==> src/logic/cache_pkg.sv <==
package cache_pkg;

    localparam int ADDR_W     = 15;
    localparam int TAG_W      = 8;
    localparam int INDEX_W    = 2;
    localparam int WAYS       = 4;
    localparam int LINE_BYTES = 16;

    typedef logic [LINE_BYTES*8-1:0] line_t;
    typedef logic [LINE_BYTES-1:0]   mask_t;
    typedef logic [1:0]              way_t;
    typedef logic [1:0]              age_t;

    // Tag 14:7, index 6:5, bank 4, offset 3:0
    typedef struct packed {
        logic [TAG_W-1:0]   tag;
        logic [INDEX_W-1:0] index;
        logic               bank;
        logic [3:0]         offset;
    } addr_fields_t;

    typedef union packed {
        logic [ADDR_W-1:0] raw;
        addr_fields_t      f;
    } phys_addr_u;

endpackage

==> src/logic/refill_if.sv <==
interface refill_if
    import cache_pkg::*;
();

    logic               install;
    logic [INDEX_W-1:0] index;
    way_t               way;
    logic [TAG_W-1:0]   tag;
    line_t              line;

    modport ctrl (
        output install, index, way, tag, line
    );

    // All three stores take the install on the same edge
    modport store (
        input install, index, way, tag, line
    );

endinterface

==> src/logic/tag_store.sv <==
module tag_store
    import cache_pkg::*;
#(
    parameter int SETS = 4
) (
    input  logic                          clk,
    input  logic                          rst_n,
    input  logic [INDEX_W-1:0]            index,
    input  logic [TAG_W-1:0]              tag,
    refill_if.store                       refill,
    output logic [WAYS-1:0][TAG_W-1:0]    tags,
    output logic [WAYS-1:0]               valid
);

    localparam int SET_W = $clog2(SETS);

    logic [WAYS-1:0][TAG_W-1:0] tag_q [SETS];
    logic [WAYS-1:0]            valid_q [SETS];

    always_ff @(posedge clk) begin
        if (refill.install) begin
            tag_q[refill.index[SET_W-1:0]][refill.way] <= refill.tag;
        end
    end

    always_ff @(posedge clk) begin
        if (!rst_n) begin
            for (int s = 0; s < SETS; s++) begin
                valid_q[s] <= '0;
            end
        end else if (refill.install) begin
            valid_q[refill.index[SET_W-1:0]][refill.way] <= 1'b1;
        end
    end

    // All ways of the set go out for compare
    assign tags  = tag_q[index[SET_W-1:0]];
    assign valid = valid_q[index[SET_W-1:0]];

    // Requester holds its address, so the fill lands where it is waiting
    a_install_matches_req: assert property (@(posedge clk) disable iff (!rst_n)
        refill.install |-> (refill.tag == tag) && (refill.index == index));

endmodule

==> src/logic/data_store.sv <==
module data_store
    import cache_pkg::*;
#(
    parameter int SETS = 4
) (
    input  logic               clk,
    input  logic [INDEX_W-1:0] index,
    input  way_t               hit_way,
    input  logic               write_en,
    input  line_t              wdata,
    input  mask_t              wmask,
    refill_if.store            refill,
    output line_t              line,
    input  way_t               victim,
    output line_t              victim_line
);

    localparam int SET_W = $clog2(SETS);

    line_t mem_q [SETS][WAYS];
    line_t merged;

    // Byte merge against the current hit line
    always_comb begin
        merged = line;
        for (int b = 0; b < LINE_BYTES; b++) begin
            if (wmask[b]) begin
                merged[b*8 +: 8] = wdata[b*8 +: 8];
            end
        end
    end

    always_ff @(posedge clk) begin
        if (write_en) begin
            mem_q[index[SET_W-1:0]][hit_way] <= merged;
        end else if (refill.install) begin
            mem_q[refill.index[SET_W-1:0]][refill.way] <= refill.line;
        end
    end

    assign line        = mem_q[index[SET_W-1:0]][hit_way];
    assign victim_line = mem_q[index[SET_W-1:0]][victim];

    a_no_write_during_install: assert property (@(posedge clk)
        !(write_en && refill.install));

endmodule

==> src/logic/meta_store.sv <==
module meta_store
    import cache_pkg::*;
#(
    parameter int SETS = 4
) (
    input  logic               clk,
    input  logic               rst_n,
    input  logic [INDEX_W-1:0] index,
    input  logic               access_en,
    input  way_t               access_way,
    input  logic               set_dirty,
    refill_if.store            refill,
    output logic [WAYS-1:0]    dirty,
    output age_t [WAYS-1:0]    ages
);

    localparam int SET_W = $clog2(SETS);

    logic [WAYS-1:0] dirty_q [SETS];
    age_t [WAYS-1:0] age_q [SETS];

    logic             touch;
    logic [SET_W-1:0] t_set;
    way_t             t_way;
    age_t             t_age;
    age_t [WAYS-1:0]  new_ages;

    function automatic logic is_perm(input age_t [WAYS-1:0] a);
        logic [WAYS-1:0] seen;
        seen = '0;
        for (int i = 0; i < WAYS; i++) begin
            seen[a[i]] = 1'b1;
        end
        return &seen;
    endfunction

    // Install and access never overlap, install takes the mux when present
    assign touch = access_en | refill.install;
    assign t_set = refill.install ? refill.index[SET_W-1:0] : index[SET_W-1:0];
    assign t_way = refill.install ? refill.way : access_way;
    assign t_age = age_q[t_set][t_way];

    always_comb begin
        for (int w = 0; w < WAYS; w++) begin
            if (way_t'(w) == t_way) begin
                new_ages[w] = '0;
            end else if (age_q[t_set][w] < t_age) begin
                new_ages[w] = age_q[t_set][w] + age_t'(1);
            end else begin
                new_ages[w] = age_q[t_set][w];
            end
        end
    end

    always_ff @(posedge clk) begin
        if (!rst_n) begin
            for (int s = 0; s < SETS; s++) begin
                dirty_q[s] <= '0;
                for (int w = 0; w < WAYS; w++) begin
                    age_q[s][w] <= age_t'(w);
                end
            end
        end else if (touch) begin
            age_q[t_set] <= new_ages;
            if (refill.install) begin
                dirty_q[t_set][t_way] <= 1'b0;
            end else if (set_dirty) begin
                dirty_q[t_set][t_way] <= 1'b1;
            end
        end
    end

    assign dirty = dirty_q[index[SET_W-1:0]];
    assign ages  = age_q[index[SET_W-1:0]];

    a_ages_perm: assert property (@(posedge clk) disable iff (!rst_n) is_perm(ages));

endmodule

==> src/logic/way_select.sv <==
module way_select
    import cache_pkg::*;
(
    input  logic [WAYS-1:0][TAG_W-1:0] tags,
    input  logic [WAYS-1:0]            valid,
    input  age_t [WAYS-1:0]            ages,
    input  logic [WAYS-1:0]            dirty,
    input  logic [TAG_W-1:0]           req_tag,
    output logic                       hit,
    output way_t                       hit_way,
    output way_t                       victim_way,
    output logic                       victim_dirty,
    output logic [TAG_W-1:0]           victim_tag
);

    logic [WAYS-1:0] match;
    logic            found_invalid;

    always_comb begin
        hit_way       = '0;
        victim_way    = '0;
        found_invalid = 1'b0;
        for (int w = 0; w < WAYS; w++) begin
            match[w] = valid[w] && (tags[w] == req_tag);
        end
        for (int w = WAYS - 1; w >= 0; w--) begin
            if (match[w]) begin
                hit_way = way_t'(w);
            end
        end
        // Lowest invalid way first, else the oldest
        for (int w = WAYS - 1; w >= 0; w--) begin
            if (!valid[w]) begin
                victim_way    = way_t'(w);
                found_invalid = 1'b1;
            end
        end
        if (!found_invalid) begin
            for (int w = 0; w < WAYS; w++) begin
                if (ages[w] == age_t'(WAYS - 1)) begin
                    victim_way = way_t'(w);
                end
            end
        end
    end

    assign hit          = |match;
    assign victim_dirty = valid[victim_way] && dirty[victim_way];
    assign victim_tag   = tags[victim_way];

    always_comb begin
        a_single_match: assert final ($onehot0(match));
    end

endmodule

==> src/logic/miss_ctrl.sv <==
module miss_ctrl
    import cache_pkg::*;
(
    input  logic              clk,
    input  logic              rst_n,
    input  logic              start,
    input  logic [ADDR_W-1:0] req_addr,
    input  way_t              victim_way,
    input  logic              victim_dirty,
    input  logic [TAG_W-1:0]  victim_tag,
    input  line_t             victim_line,
    output logic              idle,
    output logic              mem_req_valid,
    output logic              mem_req_write,
    output logic [ADDR_W-1:0] mem_req_addr,
    output line_t             mem_req_data,
    input  logic              mem_req_ready,
    input  logic              fill_valid,
    input  line_t             fill_data,
    refill_if.ctrl            refill
);

    typedef enum logic [2:0] {
        ST_IDLE,
        ST_WB,
        ST_FILL_REQ,
        ST_FILL_WAIT,
        ST_INSTALL
    } state_t;

    state_t           state;
    phys_addr_u       addr_q;
    phys_addr_u       line_addr;
    way_t             way_q;
    logic [TAG_W-1:0] vtag_q;
    line_t            vline_q;
    line_t            fill_q;

    always_ff @(posedge clk) begin
        if (!rst_n) begin
            state <= ST_IDLE;
        end else begin
            case (state)
                ST_IDLE:      if (start) state <= victim_dirty ? ST_WB : ST_FILL_REQ;
                ST_WB:        if (mem_req_ready) state <= ST_FILL_REQ;
                ST_FILL_REQ:  if (mem_req_ready) state <= ST_FILL_WAIT;
                ST_FILL_WAIT: if (fill_valid) state <= ST_INSTALL;
                default:      state <= ST_IDLE;
            endcase
        end
    end

    // Miss context
    always_ff @(posedge clk) begin
        if (state == ST_IDLE && start) begin
            addr_q.raw <= req_addr;
            way_q      <= victim_way;
            vtag_q     <= victim_tag;
            vline_q    <= victim_line;
        end
        if (state == ST_FILL_WAIT && fill_valid) begin
            fill_q <= fill_data;
        end
    end

    always_comb begin
        line_addr          = addr_q;
        line_addr.f.offset = '0;
        if (state == ST_WB) begin
            line_addr.f.tag = vtag_q;
        end
    end

    assign idle          = (state == ST_IDLE);
    assign mem_req_valid = (state == ST_WB) || (state == ST_FILL_REQ);
    assign mem_req_write = (state == ST_WB);
    assign mem_req_addr  = line_addr.raw;
    assign mem_req_data  = vline_q;

    assign refill.install = (state == ST_INSTALL);
    assign refill.index   = addr_q.f.index;
    assign refill.way     = way_q;
    assign refill.tag     = addr_q.f.tag;
    assign refill.line    = fill_q;

    a_mem_req_stable: assert property (@(posedge clk) disable iff (!rst_n)
        mem_req_valid && !mem_req_ready |=>
            mem_req_valid && $stable(mem_req_write) && $stable(mem_req_addr)
            && $stable(mem_req_data));

endmodule

==> src/logic/cache_bank.sv <==
module cache_bank
    import cache_pkg::*;
#(
    parameter int SETS = 4
) (
    input  logic              clk,
    input  logic              rst_n,
    input  logic              req_valid,
    input  logic              req_write,
    input  logic [ADDR_W-1:0] req_addr,
    input  line_t             req_data,
    input  mask_t             req_mask,
    output logic              req_ready,
    output logic              resp_valid,
    output line_t             resp_data,
    output logic              mem_req_valid,
    output logic              mem_req_write,
    output logic [ADDR_W-1:0] mem_req_addr,
    output line_t             mem_req_data,
    input  logic              mem_req_ready,
    input  logic              fill_valid,
    input  line_t             fill_data
);

    phys_addr_u                 addr;
    logic [WAYS-1:0][TAG_W-1:0] tags;
    logic [WAYS-1:0]            valid;
    logic [WAYS-1:0]            dirty;
    age_t [WAYS-1:0]            ages;
    logic                       hit;
    way_t                       hit_way;
    way_t                       victim_way;
    logic                       victim_dirty;
    logic [TAG_W-1:0]           victim_tag;
    line_t                      hit_line;
    line_t                      victim_line;
    logic                       idle;
    logic                       accept;
    logic                       start;

    refill_if refill_bus ();

    assign addr.raw = req_addr;

    // A read accepted last cycle holds off the next one for a cycle
    assign accept    = req_valid && hit && idle && !resp_valid;
    assign start     = req_valid && !hit && idle;
    assign req_ready = accept;

    always_ff @(posedge clk) begin
        if (!rst_n) begin
            resp_valid <= 1'b0;
        end else begin
            resp_valid <= accept && !req_write;
        end
    end

    always_ff @(posedge clk) begin
        if (accept && !req_write) begin
            resp_data <= hit_line;
        end
    end

    tag_store #(.SETS(SETS)) tag_store_i (
        .clk    (clk),
        .rst_n  (rst_n),
        .index  (addr.f.index),
        .tag    (addr.f.tag),
        .refill (refill_bus.store),
        .tags   (tags),
        .valid  (valid)
    );

    data_store #(.SETS(SETS)) data_store_i (
        .clk         (clk),
        .index       (addr.f.index),
        .hit_way     (hit_way),
        .write_en    (accept && req_write),
        .wdata       (req_data),
        .wmask       (req_mask),
        .refill      (refill_bus.store),
        .line        (hit_line),
        .victim      (victim_way),
        .victim_line (victim_line)
    );

    meta_store #(.SETS(SETS)) meta_store_i (
        .clk        (clk),
        .rst_n      (rst_n),
        .index      (addr.f.index),
        .access_en  (accept),
        .access_way (hit_way),
        .set_dirty  (req_write),
        .refill     (refill_bus.store),
        .dirty      (dirty),
        .ages       (ages)
    );

    way_select way_select_i (
        .tags         (tags),
        .valid        (valid),
        .ages         (ages),
        .dirty        (dirty),
        .req_tag      (addr.f.tag),
        .hit          (hit),
        .hit_way      (hit_way),
        .victim_way   (victim_way),
        .victim_dirty (victim_dirty),
        .victim_tag   (victim_tag)
    );

    miss_ctrl miss_ctrl_i (
        .clk           (clk),
        .rst_n         (rst_n),
        .start         (start),
        .req_addr      (req_addr),
        .victim_way    (victim_way),
        .victim_dirty  (victim_dirty),
        .victim_tag    (victim_tag),
        .victim_line   (victim_line),
        .idle          (idle),
        .mem_req_valid (mem_req_valid),
        .mem_req_write (mem_req_write),
        .mem_req_addr  (mem_req_addr),
        .mem_req_data  (mem_req_data),
        .mem_req_ready (mem_req_ready),
        .fill_valid    (fill_valid),
        .fill_data     (fill_data),
        .refill        (refill_bus.ctrl)
    );

    a_resp_single: assert property (@(posedge clk) disable iff (!rst_n)
        resp_valid |=> !resp_valid);

endmodule

==> config.mk <==
export PLATFORM = sky130hd
export DESIGN_NAME = cache_bank
export DESIGN_NICKNAME = d
export VERILOG_FILES = /design/src/logic/cache_pkg.sv /design/src/logic/refill_if.sv /design/src/logic/tag_store.sv /design/src/logic/data_store.sv /design/src/logic/meta_store.sv /design/src/logic/way_select.sv /design/src/logic/miss_ctrl.sv /design/src/logic/cache_bank.sv
export SDC_FILE = /design/constraint.sdc
export NUM_CORES = 2
export LEC_CHECK = 0
export BUFFER_PORTS_ARGS = -buffer_cell sky130_fd_sc_hd__clkbuf_2
export CORE_MARGIN = 1
export CORE_UTILIZATION = 45
export CTS_CLUSTER_DIAMETER = 40
export DETAILED_ROUTE_END_ITERATION = 6
export GPL_TIMING_DRIVEN = 0
export PLACE_DENSITY = 0.6
export SLEW_MARGIN = 20
export SYNTH_ARGS = -nofsm -noshare
export SYNTH_HDL_FRONTEND = slang
export SYNTH_SLANG_ARGS = --single-unit
==> constraint.sdc <==
create_clock -name clk -period 19 [get_ports clk]
set_input_delay 0.95 -clock clk [delete_from_list [all_inputs] [get_ports clk]]
set_output_delay 0.95 -clock clk [all_outputs]
set_load 0.01 [all_outputs]
==> parameters.txt <==
Parameter                              Value

Status
  Status    complete, but fails checks
  Violations in the final reports    design-rule violations

Yosys
  FF+latch count, synth    around 2600
  Portion of netlist area occupied by mux cells    13.4%
  Largest area contributor in the synthesized netlist    sky130_fd_sc_hd__edfxtp_1
  Number of enable flip-flop cells after synthesis    2645
  Sequential-to-total area share from yosys stat    76.1%
  Area share of and/or/nand/nor cells after synthesis    4.53%
  Post-Synth XOR/XNOR Area    0.302%
  FFs w/ async S/R, synth    0%
  Unique cell type count in the Yosys netlist    63
  Adder-cell area share of the yosys netlist    0.0479%
  Synthesized area per cell    19.1 um^2
  Synth top area cells    sky130_fd_sc_hd__edfxtp_1 (76%), sky130_fd_sc_hd__mux4_2 (12%), sky130_fd_sc_hd__nand2_1 (2.4%)
  Complex-gate fraction of the synthesized area    4.12%
  Number of instances in the synthesized netlist    5463
  Synth warnings    0
  Main combinational cell family by area after synthesis    multiplexers
  Post-Synthesis Cell Area    0.104 mm^2
  Share of Yosys cell area claimed by the top area cell type    76.1%
  Ys flop type    sky130_fd_sc_hd__edfxtp_1

STA
  Achievable Freq    145 MHz
  Setup violators final    0
  Worst-Margin Slew    1.20 ns
  Share of the cycle needed by the critical path after routing    between 30 and 40%
  Final WS setup    12.12 ns
  Final hold violation count    0
  Worst-case clock skew    0.0748 ns
  Unrepaired setup endpoints after global routing    no
  Slew headroom    19.9%
  Number of slew-limit violations in the final report    0
  Final critical delay including setup and external delays    between 6 and 7 ns

Global route
  Global routing's busiest layer    met2
  M2 GR Usage    41.0%
  Aggregate global routing overflow    0
  Wire length of the first global-routing pass    440 mm
  Antenna violations before repair    14
  GR met3 Demand/Resource    5.52%
  Number of global-route vias before repair    59900
  Met1 Usage GRT    37.2%
  Overall Global Routing Usage    26.5%
  Maximum number of pins on one net before global-route repair    28

CTS
  CTS H-tree lvls    5
  Number of buffers added to fix hold violations after cts    0
  TritonCTS clock tree    built
  Cell at the root of the clock tree    sky130_fd_sc_hd__clkbuf_16
  Maximum root-to-sink buffer count    4
  Clock sink count    2649
  Clk slew on worst S/H paths    around 0.06 ns
  Post_cts resized    0
  Later-pin clock latency in the skew report    roughly 1.0 ns
  Clock buffers created by TritonCTS    406
  Post-CTS setup buffers    0

Floorplan
  Total die area    about 0.23 mm^2
  Starting density of the core    45.3%
  Core region area    0.230 mm^2
  IO Count    approximately 570
  Placement Rows    176
  Die W    484 um
  Floorplan die height    between 400 and 500 um

Power and ir drop
  Pleak    0.0439 uW
  Maximum resistive drop on vdd    0.0842 mV
  Total power divided by cell area    116 mW/mm^2
  Pwr Total    15000 uW

Layout
  Most frequent cells in the layout    sky130_fd_sc_hd__edfxtp_1 (2645), sky130_fd_sc_hd__nand2_1 (667), sky130_fd_sc_hd__clkbuf_2 (567)
  Non-filler cells in the finished layout    around 10000
  Most common library cell in the layout ignoring fill and taps    sky130_fd_sc_hd__edfxtp_1
  Fraction of layout cells with a size suffix above 1    32.1%
  Post-synthesis to final-layout area growth    23.9%
  Number of nets at the end of the flow    6895

Critical path
  Number of buffers and inverters on the critical path    7
  CP required    19.63 ns
  Maximum net fanout on the critical path    22
  Category of the worst setup path capture point    flop
  Highest-delay cell along the critical path    sky130_fd_sc_hd__clkbuf_1
  Flop2flop setup slack    12.47 ns
  Signal arrival time at the worst endpoint    7.51 ns
  Path type of the worst setup path    in -> reg
  Stage delay of the slowest cell on the critical path    0.95 ns
  Chain of cells forming the critical path    clkbuf_2, buf_1, mux4_2, xnor2_1, nand4_1, nor4_2, nor2b_1, clkbuf_1, clkbuf_2, a21boi_0, nor2_4, buf_12, buf_12, buf_12
  Most common cell on crit path    sky130_fd_sc_hd__buf_12
  Startpoint types    input port
  Cell class contributing the biggest share of worst-path delay    buffers and inverters

Detailed routing
  Drt initial violations    7163
  Average detailed-routed wire length per instance    around 31 um
  Routed vias/inst    6.03
  Final WL    312 mm
  Total number of vias    about 60000
  Post-route antenna net violation count    0
  DRC violations left    9
  First-pass detailed-route iteration total    7

Flow run
  Max Cap Viol    0

Placement
  Port-buffer cells    543
  Detailed placement HPWL    213 mm
  Placer Congestion    0.891
  Placed cells    approximately 9200
  Pre-CTS WS    11.31 ns

Hold path
  Worst hold path type    in -> reg
[flip-flops by register name (all words and copies together) (netlist names)]
register                  cells
meta_store_i.dirty_q         16
miss_ctrl_i.vtag_q            8
miss_ctrl_i.mem_req_data    128
miss_ctrl_i.refill.line     128
resp_valid                    1
miss_ctrl_i.refill.way        2
resp_data                   128
meta_store_i.age_q           32
tag_store_i.tag_q           128
tag_store_i.valid_q          16
miss_ctrl_i.addr_q           11
data_store_i.mem_q         2048
miss_ctrl_i.state             3
[final timing paths]
path                                  from  cells past startpoint                    endpoint
hold / removal                fill_data[9]                      1  miss_ctrl_i.refill.line[9]
setup / recovery               req_addr[6]                     14  data_store_i.mem_q[0][322]
hold reg to reg       miss_ctrl_i.state[0]                      3        miss_ctrl_i.state[0]
setup reg to reg  tag_store_i.tag_q[3][15]                     12  data_store_i.mem_q[0][322]
[power by group]
part	leakage [uW]	internal (uW)	total (uW)	switching [uW]
sequential	0.0239	6540	6570	26.1
combinational	0.0133	269	813	544
clock	0.00675	4860	7660	2810
[layout make-up]
| cell class | instances | area [um^2] |
|---|---|---|
| fill | 17500 | 101000 |
| sequential | 2649 | 79500 |
| multi-input combinational | 2459 | 24000 |
| clock buffer | 437 | 10400 |
| timing repair buffer | 724 | 6440 |
| tap | 3026 | 3790 |
| clock inverter | 305 | 3710 |
| buffer | 345 | 1490 |
| inverter | 13 | 48.8 |
| antenna | 4 | 10.0 |
[synthesized netlist by cell type, drive strengths merged, types with 7 or more instances]
| library cell | count |
|---|---|
| a211oi | 13 |
| a21oi | 147 |
| a221o | 97 |
| a222oi | 32 |
| a22o | 96 |
| a31oi | 145 |
| and2 | 12 |
| and3 | 136 |
| buf | 123 |
| clkbuf | 222 |
| edfxtp | 2645 |
| inv | 13 |
| mux2 | 11 |
| mux2i | 154 |
| mux4 | 548 |
| nand2 | 667 |
| nand2b | 15 |
| nand3 | 18 |
| nor2 | 212 |
| nor2b | 7 |
| nor3 | 13 |
| o21ai | 41 |
| xnor2 | 23 |
| xor2 | 13 |
[metal layers]
metal,routed length [um],vias up
met5,92,-
met4,12300,3
met3,28900,628
met2,145000,3205
met1,126000,31600
li1,-,24700
[logic make-up (layout without fill, tap and decap cells)]
kind of cell | after synthesis | count (layout)
and+or+nand+nor | 1107 | 1107
buffers and inverters | 358 | 1824
other | 1 | 8
AOI/OAI and AO/OA | 595 | 595
xor gates and xnor gates | 36 | 36
muxes | 713 | 713
DFF | 2649 | 2649
adders and majority gates | 4 | 4
[through the flow]
step                setup TNS (ns)  hold WS (ns)  util, %  instance area (um^2)
finish                           0         0.115     56.2                129000
global route                     0        0.0920     56.2                129000
CTS                              0        0.0715     56.0                129000
detailed placement               0         0.686     49.9                115000
global placement          -1725.07         0.663     48.2                111000
floorplan                        0         0.621        -                104000
Note: power is estimated with default switching activity, not from simulation.
